**config.mk**
```make
export PLATFORM = sky130hd
export DESIGN_NAME = memCtrl
export DESIGN_NICKNAME = d
export VERILOG_FILES = /design/src/memCtrlPkg.sv /design/src/memXferIf.sv /design/src/memArbiter.sv /design/src/byteSequencer.sv /design/src/memResponse.sv /design/src/memCtrl.sv
export SDC_FILE = /design/constraint.sdc
export NUM_CORES = 1
export LEC_CHECK = 0
export ABC_CLOCK_PERIOD_IN_PS = 5220
export BUFFER_PORTS_ARGS = -buffer_cell sky130_fd_sc_hd__buf_2
export CAP_MARGIN = 10
export CORE_MARGIN = 2
export CORE_UTILIZATION = 50
export CTS_CLUSTER_SIZE = 12
export DETAILED_ROUTE_END_ITERATION = 10
export HOLD_SLACK_MARGIN = 0.15
export PLACE_DENSITY = 0.88
export REMOVE_ABC_BUFFERS = 1
export SLEW_MARGIN = 10
export SYNTH_ARGS = -nofsm -noshare
export SYNTH_HDL_FRONTEND = slang
export SYNTH_SLANG_ARGS = --single-unit
```
**constraint.sdc**
```tcl
create_clock -name clk -period 5.22 [get_ports clk]
set_input_delay 0.522 -clock clk [delete_from_list [all_inputs] [get_ports clk]]
set_output_delay 0.522 -clock clk [all_outputs]
set_load 0.05 [all_outputs]
```
**src/memCtrlPkg.sv**
```systemverilog
package memCtrlPkg;

    // address and data widths
    localparam int AddrWidth = 32;
    localparam int WordWidth = 32;
    localparam int ByteWidth = 8;

    // bytes in a fetch and in the widest data access
    localparam int BytesPerWord = 4;

    localparam int LenWidth = 3;
    localparam int StageWidth = 3;

    typedef logic [AddrWidth-1:0] addrT;
    typedef logic [WordWidth-1:0] wordT;
    typedef logic [ByteWidth-1:0] byteT;

    // access length in bytes, legal values 1, 2 and 4
    typedef logic [LenWidth-1:0] lenT;

    // byte index inside a transfer, 0 through 4
    typedef logic [StageWidth-1:0] stageT;

    // which side owns the RAM port
    typedef enum logic [1:0] {
        ownerNone  = 2'd0,
        ownerData  = 2'd1,
        ownerFetch = 2'd2
    } ownerT;

endpackage

```
**src/memXferIf.sv**
```systemverilog
`timescale 1ns/1ps

interface memXferIf import memCtrlPkg::*; ();

    // request side, latched by the arbiter
    logic  start;
    ownerT owner;
    logic  isWrite;
    addrT  baseAddr;
    lenT   len;
    wordT  writeWord;

    // progress of the transfer
    stageT stage;
    logic  capture;
    logic  last;

    modport arbiter (
        output start, owner, isWrite, baseAddr, len, writeWord,
        input  last
    );

    modport sequencer (
        input  start, isWrite, baseAddr, len, writeWord,
        output stage, capture, last
    );

    modport response (
        input owner, isWrite, len, stage, capture, last
    );

endinterface

```
**src/memArbiter.sv**
```systemverilog
`timescale 1ns/1ps

module memArbiter import memCtrlPkg::*; (
    input  logic     clk,
    input  logic     rst,
    input  logic     rdy,

    input  logic     fetchEn,
    input  addrT     fetchAddr,

    input  logic     dataEn,
    input  logic     dataWrite,
    input  lenT      dataLen,
    input  addrT     dataAddr,
    input  wordT     dataWData,

    memXferIf.arbiter xfer,

    output ownerT    owner
);

    ownerT ownerQ;
    logic  startQ;
    // quiet done cycle after each transfer
    logic  ended;
    logic  idle;
    logic  grantData;
    logic  grantFetch;

    assign idle       = (ownerQ == ownerNone) && !ended;
    assign grantData  = idle && dataEn;
    assign grantFetch = idle && !dataEn && fetchEn;

    always_ff @(posedge clk) begin
        if (rst) begin
            ownerQ <= ownerNone;
            startQ <= 1'b0;
            ended  <= 1'b0;
        end else if (rdy) begin
            startQ <= 1'b0;
            ended  <= 1'b0;
            if (xfer.last) begin
                ownerQ <= ownerNone;
                ended  <= 1'b1;
            end else if (grantData) begin
                ownerQ <= ownerData;
                startQ <= 1'b1;
            end else if (grantFetch) begin
                ownerQ <= ownerFetch;
                startQ <= 1'b1;
            end
        end
    end

    // request fields stay put for the whole transfer
    always_ff @(posedge clk) begin
        if (rdy && grantData) begin
            xfer.isWrite   <= dataWrite;
            xfer.len       <= dataLen;
            xfer.baseAddr  <= dataAddr;
            xfer.writeWord <= dataWData;
        end else if (rdy && grantFetch) begin
            // a fetch is a plain four-byte read
            xfer.isWrite   <= 1'b0;
            xfer.len       <= lenT'(BytesPerWord);
            xfer.baseAddr  <= fetchAddr;
            xfer.writeWord <= '0;
        end
    end

    assign xfer.start = startQ;
    assign xfer.owner = ownerQ;
    assign owner      = ownerQ;

    // the sequencer only finishes a transfer that was granted
    lastWhileOwned: assert property (@(posedge clk) disable iff (rst)
        xfer.last |-> ownerQ != ownerNone);

endmodule

```
**src/byteSequencer.sv**
```systemverilog
`timescale 1ns/1ps

module byteSequencer import memCtrlPkg::*; (
    input  logic       clk,
    input  logic       rst,
    input  logic       rdy,

    memXferIf.sequencer xfer,

    output addrT       memAddr,
    output logic       memWrite,
    output byteT       memWData
);

    stageT stageQ;
    logic  busy;
    logic  active;
    logic  finalStage;

    // start covers stage 0 and busy the rest
    assign active = xfer.start || busy;

    // reads need one extra stage for the last byte to come back
    always_comb begin
        if (xfer.isWrite) begin
            finalStage = (stageQ == xfer.len - 3'd1);
        end else begin
            finalStage = (stageQ == xfer.len);
        end
    end

    always_ff @(posedge clk) begin
        if (rst) begin
            stageQ <= '0;
            busy   <= 1'b0;
        end else if (rdy && active) begin
            if (finalStage) begin
                stageQ <= '0;
                busy   <= 1'b0;
            end else begin
                stageQ <= stageQ + 3'd1;
                busy   <= 1'b1;
            end
        end
    end

    assign xfer.stage   = stageQ;
    assign xfer.last    = active && finalStage;
    assign xfer.capture = active && !xfer.isWrite && (stageQ != '0);

    // address walks up from the base and rests at zero
    assign memAddr  = active ? xfer.baseAddr + addrT'(stageQ) : '0;
    assign memWrite = active && xfer.isWrite;
    assign memWData = xfer.writeWord[ByteWidth*stageQ[1:0] +: ByteWidth];

    writeInRange: assert property (@(posedge clk) disable iff (rst)
        memWrite |-> stageQ < xfer.len);

    stageBounded: assert property (@(posedge clk) disable iff (rst)
        stageQ <= BytesPerWord);

endmodule

```
**src/memResponse.sv**
```systemverilog
`timescale 1ns/1ps

module memResponse import memCtrlPkg::*; (
    input  logic      clk,
    input  logic      rst,
    input  logic      rdy,

    memXferIf.response xfer,

    input  byteT      memRData,

    output logic      fetchDone,
    output wordT      fetchInst,
    output logic      dataDone,
    output wordT      loadData
);

    // the RAM answers one cycle later even during a stall,
    // so the byte is held until the transfer moves again
    logic  rdyQ;
    byteT  heldByte;
    byteT  byteIn;
    stageT laneStage;
    wordT  gathered;
    wordT  merged;
    wordT  keepMask;

    assign byteIn    = rdyQ ? memRData : heldByte;
    assign laneStage = xfer.stage - 3'd1;

    always_comb begin
        merged = gathered;
        if (xfer.capture) begin
            merged[ByteWidth*laneStage[1:0] +: ByteWidth] = byteIn;
        end
    end

    // zero extension for short loads
    always_comb begin
        case (xfer.len)
            3'd1:    keepMask = 32'h0000_00ff;
            3'd2:    keepMask = 32'h0000_ffff;
            default: keepMask = 32'hffff_ffff;
        endcase
    end

    always_ff @(posedge clk) begin
        if (rst) begin
            rdyQ <= 1'b0;
        end else begin
            rdyQ <= rdy;
        end
    end

    always_ff @(posedge clk) begin
        heldByte <= byteIn;
        if (rdy && xfer.capture) begin
            gathered <= merged;
        end
        if (rdy && xfer.last && !xfer.isWrite) begin
            if (xfer.owner == ownerFetch) begin
                fetchInst <= merged;
            end else begin
                loadData <= merged & keepMask;
            end
        end
    end

    // done pulses one cycle after last
    always_ff @(posedge clk) begin
        if (rst) begin
            fetchDone <= 1'b0;
            dataDone  <= 1'b0;
        end else if (rdy) begin
            fetchDone <= xfer.last && (xfer.owner == ownerFetch);
            dataDone  <= xfer.last && (xfer.owner == ownerData);
        end
    end

    // returned bytes land inside an owned access
    captureInRange: assert property (@(posedge clk) disable iff (rst)
        xfer.capture |-> xfer.owner != ownerNone && xfer.stage <= xfer.len);

endmodule

```
**src/memCtrl.sv**
```systemverilog
`timescale 1ns/1ps

module memCtrl import memCtrlPkg::*; (
    input  logic  clk,
    input  logic  rst,
    input  logic  rdy,

    // instruction fetch
    input  logic  fetchEn,
    input  addrT  fetchAddr,
    output logic  fetchDone,
    output wordT  fetchInst,

    // data side
    input  logic  dataEn,
    input  logic  dataWrite,
    input  lenT   dataLen,
    input  addrT  dataAddr,
    input  wordT  dataWData,
    output logic  dataDone,
    output wordT  loadData,

    // byte-wide RAM
    input  byteT  memRData,
    output addrT  memAddr,
    output logic  memWrite,
    output byteT  memWData,

    output ownerT owner
);

    memXferIf xfer ();

    memArbiter i_memArbiter (
        .clk       (clk),
        .rst       (rst),
        .rdy       (rdy),
        .fetchEn   (fetchEn),
        .fetchAddr (fetchAddr),
        .dataEn    (dataEn),
        .dataWrite (dataWrite),
        .dataLen   (dataLen),
        .dataAddr  (dataAddr),
        .dataWData (dataWData),
        .xfer      (xfer.arbiter),
        .owner     (owner)
    );

    byteSequencer i_byteSequencer (
        .clk      (clk),
        .rst      (rst),
        .rdy      (rdy),
        .xfer     (xfer.sequencer),
        .memAddr  (memAddr),
        .memWrite (memWrite),
        .memWData (memWData)
    );

    memResponse i_memResponse (
        .clk       (clk),
        .rst       (rst),
        .rdy       (rdy),
        .xfer      (xfer.response),
        .memRData  (memRData),
        .fetchDone (fetchDone),
        .fetchInst (fetchInst),
        .dataDone  (dataDone),
        .loadData  (loadData)
    );

endmodule

```
After elaboration in Yosys (flattened, before gate mapping)
Cells that the tools add are included.
{"block": "totals", "out_inout_bits": 109, "register_bits": 183, "inputBits": 113, "wordCells": 82}
{"block": "op_classes", "n_addsub": 5, "bitwise": 2, "eq_ne": 6, "shifts": 3, "n_mux": 23, "n_reduce_logical": 27}
{"cell": "$mux W32", "count": 6}
{"cell": "$pmux W32 S2", "count": 1}
{"cell": "$neg A5 Y34", "count": 1}
{"cell": "$shift A8 B34 Y32 const A", "count": 1}
{"cell": "$shiftx A8 B34 Y32", "count": 1}
{"cell": "$add A32 B3 Y32", "count": 1}
{"cell": "$and A32 B32 Y32", "count": 1}
{"cell": "$bwmux W32", "count": 1}
{"cell": "$shiftx A32 B6 Y8", "count": 1}
{"cell": "$logic_and A1 B1 Y1", "count": 16}
{"cell": "$mux W3", "count": 3}
{"cell": "$mux W1", "count": 8}
{"cell": "$mux W8", "count": 1}
{"cell": "$eq A3 B3 Y1", "count": 2}
{"cell": "$mux W2", "count": 3}
{"cell": "$reduce_and A2 Y1", "count": 3}
{"cell": "$reduce_bool A3 Y1", "count": 2}
{"cell": "$add A3 B1 Y3 const B", "count": 1}
{"cell": "$eq A3 B1 Y1 const B", "count": 1}
{"cell": "$eq A3 B2 Y1 const B", "count": 1}
{"cell": "$logic_not A1 Y1", "count": 3}
{"cell": "$sub A3 B1 Y3 const B", "count": 1}
{"cell": "$eq A2 B1 Y1 const B", "count": 1}
{"cell": "$eq A2 B2 Y1 const B", "count": 1}
{"cell": "5 further kinds", "count": 5}

Depth between registers and ports, before layout
{"block": "logic_depth", "depth_word": 7, "mapped_depth": 9, "mapped_depth_nobuf": 8}

By module
From an unflattened synthesis, not the netlist that was laid out.
{"block": "hier_totals", "cells_unflattened": 628, "area_unflattened_um2": 8324.2}
{"module": "memResponse", "instances": 1, "area_each_um2": 4070.2, "cells_each": 273, "seq_area_each_um2": 3103.0}
{"module": "memArbiter", "instances": 1, "area_each_um2": 2900.3, "cells_each": 167, "seq_area_each_um2": 2122.0}
{"module": "byteSequencer", "instances": 1, "area_each_um2": 1353.8, "cells_each": 188, "seq_area_each_um2": 80.1}

Least setup slack after synthesis
Ideal clock, no wire load.
{"block": "synth_path", "path_type": "register -> register", "start": "register i_byteSequencer.stageQ[1], in the netlist i_byteSequencer.xfer.stage[1]", "end": "register i_memResponse.gathered[0], enable pin", "path_slack_ns": 0.427, "arrival_time_ns": 4.292, "stages_incl_launch_ff": 6, "required_time_ns": 4.719, "synth_period_minus_slack_ns": 4.793, "path_cell_list": "dfxtp_1 -> clkbuf_1 -> inv_1 -> ha_1 -> nor2b_1 -> nor4_1"}
{"block": "synth_via", "elab_chain_len": 3}
{"element": "start: declaration", "line_no": "byteSequencer.sv:15", "text": "stageT stageQ;"}
{"element": "start signal: assignment", "line_no": "byteSequencer.sv:41", "text": "stageQ <= stageQ + 3'd1;"}
{"element": "$reduce_bool A3 Y1", "line_no": "byteSequencer.sv:49", "text": "assign xfer.capture = active && !xfer.isWrite && (stageQ != '0);"}
{"element": "$logic_and A1 B1 Y1", "line_no": "byteSequencer.sv:49"}
{"element": "$logic_and A1 B1 Y1", "line_no": "memResponse.sv:57", "text": "if (rdy && xfer.capture) begin"}
{"element": "end signal: assignment", "line_no": "memResponse.sv:58", "text": "gathered <= merged;"}
{"element": "end: declaration", "line_no": "memResponse.sv:24", "text": "wordT gathered;"}
Every way passes these cells.
A chain may end at the register's enable or synchronous reset.

Worst setup path in the final report
{"block": "layout_path", "start": "register i_byteSequencer.stageQ[1], in the netlist i_byteSequencer.xfer.stage[1]", "end": "output port memAddr[22]"}
{"block": "layout_via", "elab_chain_len": 2}
{"element": "$add A32 B3 Y32", "line_no": "byteSequencer.sv:52", "text": "assign memAddr = active ? xfer.baseAddr + addrT'(stageQ) : '0;"}
{"element": "$mux W32", "line_no": "byteSequencer.sv:52"}
{"element": "end: declaration", "line_no": "memCtrl.sv:25", "text": "output addrT memAddr,"}
Every way passes these cells.

==> qor.yml <==
outcome: "finished, final reports clean"
drc_errors: 0
antenna_found_initial: 0
max_freq_mhz: 250
postCtsHoldBufs: 0
multiInputGateArea_sq_mm: 0.00275
setup.worst_path.start_class: "register"
syn_inst: 684
cts_buffers: 17
syn_area_per_cell_sq_um: 12.0
cts-root-buf: "clkbuf_16"
hp-start: "dataAddr[20]"
diodes: 0
placed_area_sq_mm: 0.00957
worstMarginPinSlew_ps: 1190
synth_edf_count: 164
synth_cell_types: 51
layout.nets: 1030
ys.flop_type: "edfxtp_1"
grt_util_all_layers_pct: 21.7
ctsResizeCount: 0
hold_path_class: "input pin to register"
vias: 6046
setup_viol: 0
timing.final.crit_share_pct: 76.5
gp_congestion: 0.796
seq_area_sq_mm: 0.00531
drive_gt1_share_pct: 31.3
clkTransAtPathRegs_ps: 70
r2r_cells: 8
post_cts_buffers: 0
required_ps: 4700
max_slew_margin_pct: 20.3
fin_tns_setup_ps: 0
rsz0062_at_grt: "false"
r2r_setup_slack_ps: 2250
ir_drop_mv: 0.217
initial_core_util_pct: 51.5
drv_cap: 0
critPathCaptureType: "output port"
h-tree-depth: 4
fillers: 1216
ant_nets: 0
grt_pass1_vias: 5778
fin_crit_ps: 3990
fin_skew_ps: 8.31
final_design_area_no_fill_sq_mm: 0.0101
via_per_inst: 5.33
r2r_end: "i_memResponse.fetchInst[28]"
clkLatencyLatePin_ps: 430
synth-seq-cells: 183
timing.rr.start: "i_memArbiter.xfer.len[0]"
die_h_um: 132
grt_overflow_total: 0
pre_cts_ws_ps: 1680
drtPass1Iterations: 7
hold-worst-slack_ps: 348
worstPathMaxFanout: 16
fp.coreArea_sq_mm: 0.0159
dp_hpwl_um: 13000
slew_viol_final: 0
synth_async_sr_flop_share_pct: 0
grt_start_max_net_pins: 70
power_density_mw_per_mm2: 339
leakagePower_nw: 4.11
synth-seq-area-share_pct: 64.6
drtIter0Drc: 491
clock-sinks: 183
ios: 222
grt_pass1_wl_um: 29600
critical_path_arrival_ps: 3470
rows: 46
finalWorstSetupSlack_ps: 1230
port_buffers: 221
min_delay_path_depth: 3
cts_tree: "done"
cts.path.max_buffers: 2
crit_type: "register to output port"
wl_per_cell_um: 16.5
yosys_warnings: 0
totalWireLength_um: 18700
syn2layout_area_growth_pct: 23.2
holdPathEnd: "i_memArbiter.xfer.baseAddr[20]"
die_w_um: 132
hold_violations: 0
fp.dieArea_sq_mm: 0.0175
syn_area_sq_mm: 0.00821
[worst max-delay path by stage]
| stage | from | to | slack [ps] | cells after the start |
|---|---|---|---|---|
| 5_1_grt | i_byteSequencer.xfer.stage[1] | memAddr[20] | 910 | 8 |
| 2_1_floorplan | i_byteSequencer.xfer.stage[0] | i_memResponse.gathered[0] | 330 | 4 |
| 4_1_cts | i_byteSequencer.xfer.stage[1] | memAddr[22] | 1200 | 8 |
| 3_5_place_dp | i_byteSequencer.xfer.stage[1] | memAddr[24] | 1680 | 8 |
| 6_report | i_byteSequencer.xfer.stage[1] | memAddr[22] | 1230 | 8 |
| 3_3_place_gp | i_byteSequencer.xfer.stage[1] | memAddr[24] | 1750 | 8 |
[cells by family after synthesis]
family                   share of synthesized area (%)
AO/OA/AOI/OAI                                     5.73
XOR/XNOR                                          2.35
adder cells (fa/ha/maj)                           1.92
buffers and inverters                             2.30
flip-flops                                        64.6
multiplexers                                      4.27
AND/OR/NAND/NOR                                   18.9
[through the flow]
step	utilization (%)	power (mW)	cells
6_report	63.5	3.43	1134
5_1_grt	63.5	3.56	1134
4_1_cts	63.5	3.45	1134
3_5_place_dp	60.0	2.25	1102
3_3_place_gp	60.0	2.24	1102
2_1_floorplan	-	2.08	658
[layout by cell type, fill, tap and decap left out, types with 3 or more instances in the layout]
master,count
a21oi_1,30
and2_1,38
and3_1,3
buf_2,221
buf_4,7
clkbuf_16,17
clkinv_4,5
dfxtp_1,19
edfxtp_1,164
ha_1,11
inv_1,22
mux2_2,8
mux2i_1,8
mux4_2,8
nand2_1,160
nand3_1,7
nand4_1,3
nor2_1,37
nor2b_1,7
nor3_1,9
nor4_1,5
nor4b_1,5
o21a_1,8
o21ai_0,15
o31ai_1,10
or3_1,27
xnor2_1,16
xor2_1,6
[per-layer routing]
layer  global-route usage (%)  vias to the layer above  wire, um
met5                        0                        -         0
met4                     5.68                        0       229
li1                         -                     2879         -
met2                     37.8                      279      9520
met1                     26.8                     2871      7420
met3                     5.84                       17      1490
[worst max-delay path, stage by stage (launching register included)]
cell and delay [ps]:
dfxtp_1 760, inv_1 220, fa_1 470, nor2b_1 330
o2111ai_1 360, nor4_1 410, xnor2_1 110, nor2_1 100
buf_2 270
[power by group]
| part | total, mW | leakage, nW | internal [mW] | switching, mW |
|---|---|---|---|---|
| Sequential | 1.73 | 1.67 | 1.68 | 0.0481 |
| Clock | 1.21 | 0.272 | 0.661 | 0.548 |
| Combinational | 0.496 | 2.16 | 0.147 | 0.349 |
[registers in the layout, indices dropped and copies added, names as in the netlist, 2 cells and up]
| register | cells |
|---|---|
| i_memResponse.fetchInst | 32 |
| i_memArbiter.xfer.writeWord | 32 |
| i_memArbiter.xfer.baseAddr | 32 |
| i_memArbiter.xfer.len | 3 |
| i_byteSequencer.xfer.stage | 3 |
| i_memResponse.gathered | 32 |
| i_memResponse.heldByte | 8 |
| i_memResponse.loadData | 32 |
| i_memArbiter.owner | 2 |
[cell type report]
cell class              count  area share, %
well taps                 216           2.67
inverters                  22          0.816
repair buffers            228           11.4
clock buffers              18           4.24
flip-flops and latches    183           52.4
clock inverters            14           1.26
multi-input cells         453           27.2
[cells in the mapped netlist (all sizes together) (10+ instances only)]
cell type / number / share of area, %
a21oi: 30 / 1.8
and2: 38 / 2.9
clkbuf: 22 / 1.0
dfxtp: 19 / 4.6
edfxtp: 164 / 60
ha: 11 / 1.7
inv: 22 / 1.0
nand2: 160 / 7.3
nor2: 39 / 1.8
nor3: 10 / 0.67
o21ai: 15 / 0.91
o31ai: 10 / 0.91
or3: 27 / 2.1
xnor2: 16 / 1.7
Note: power is estimated with default switching activity, not from simulation.
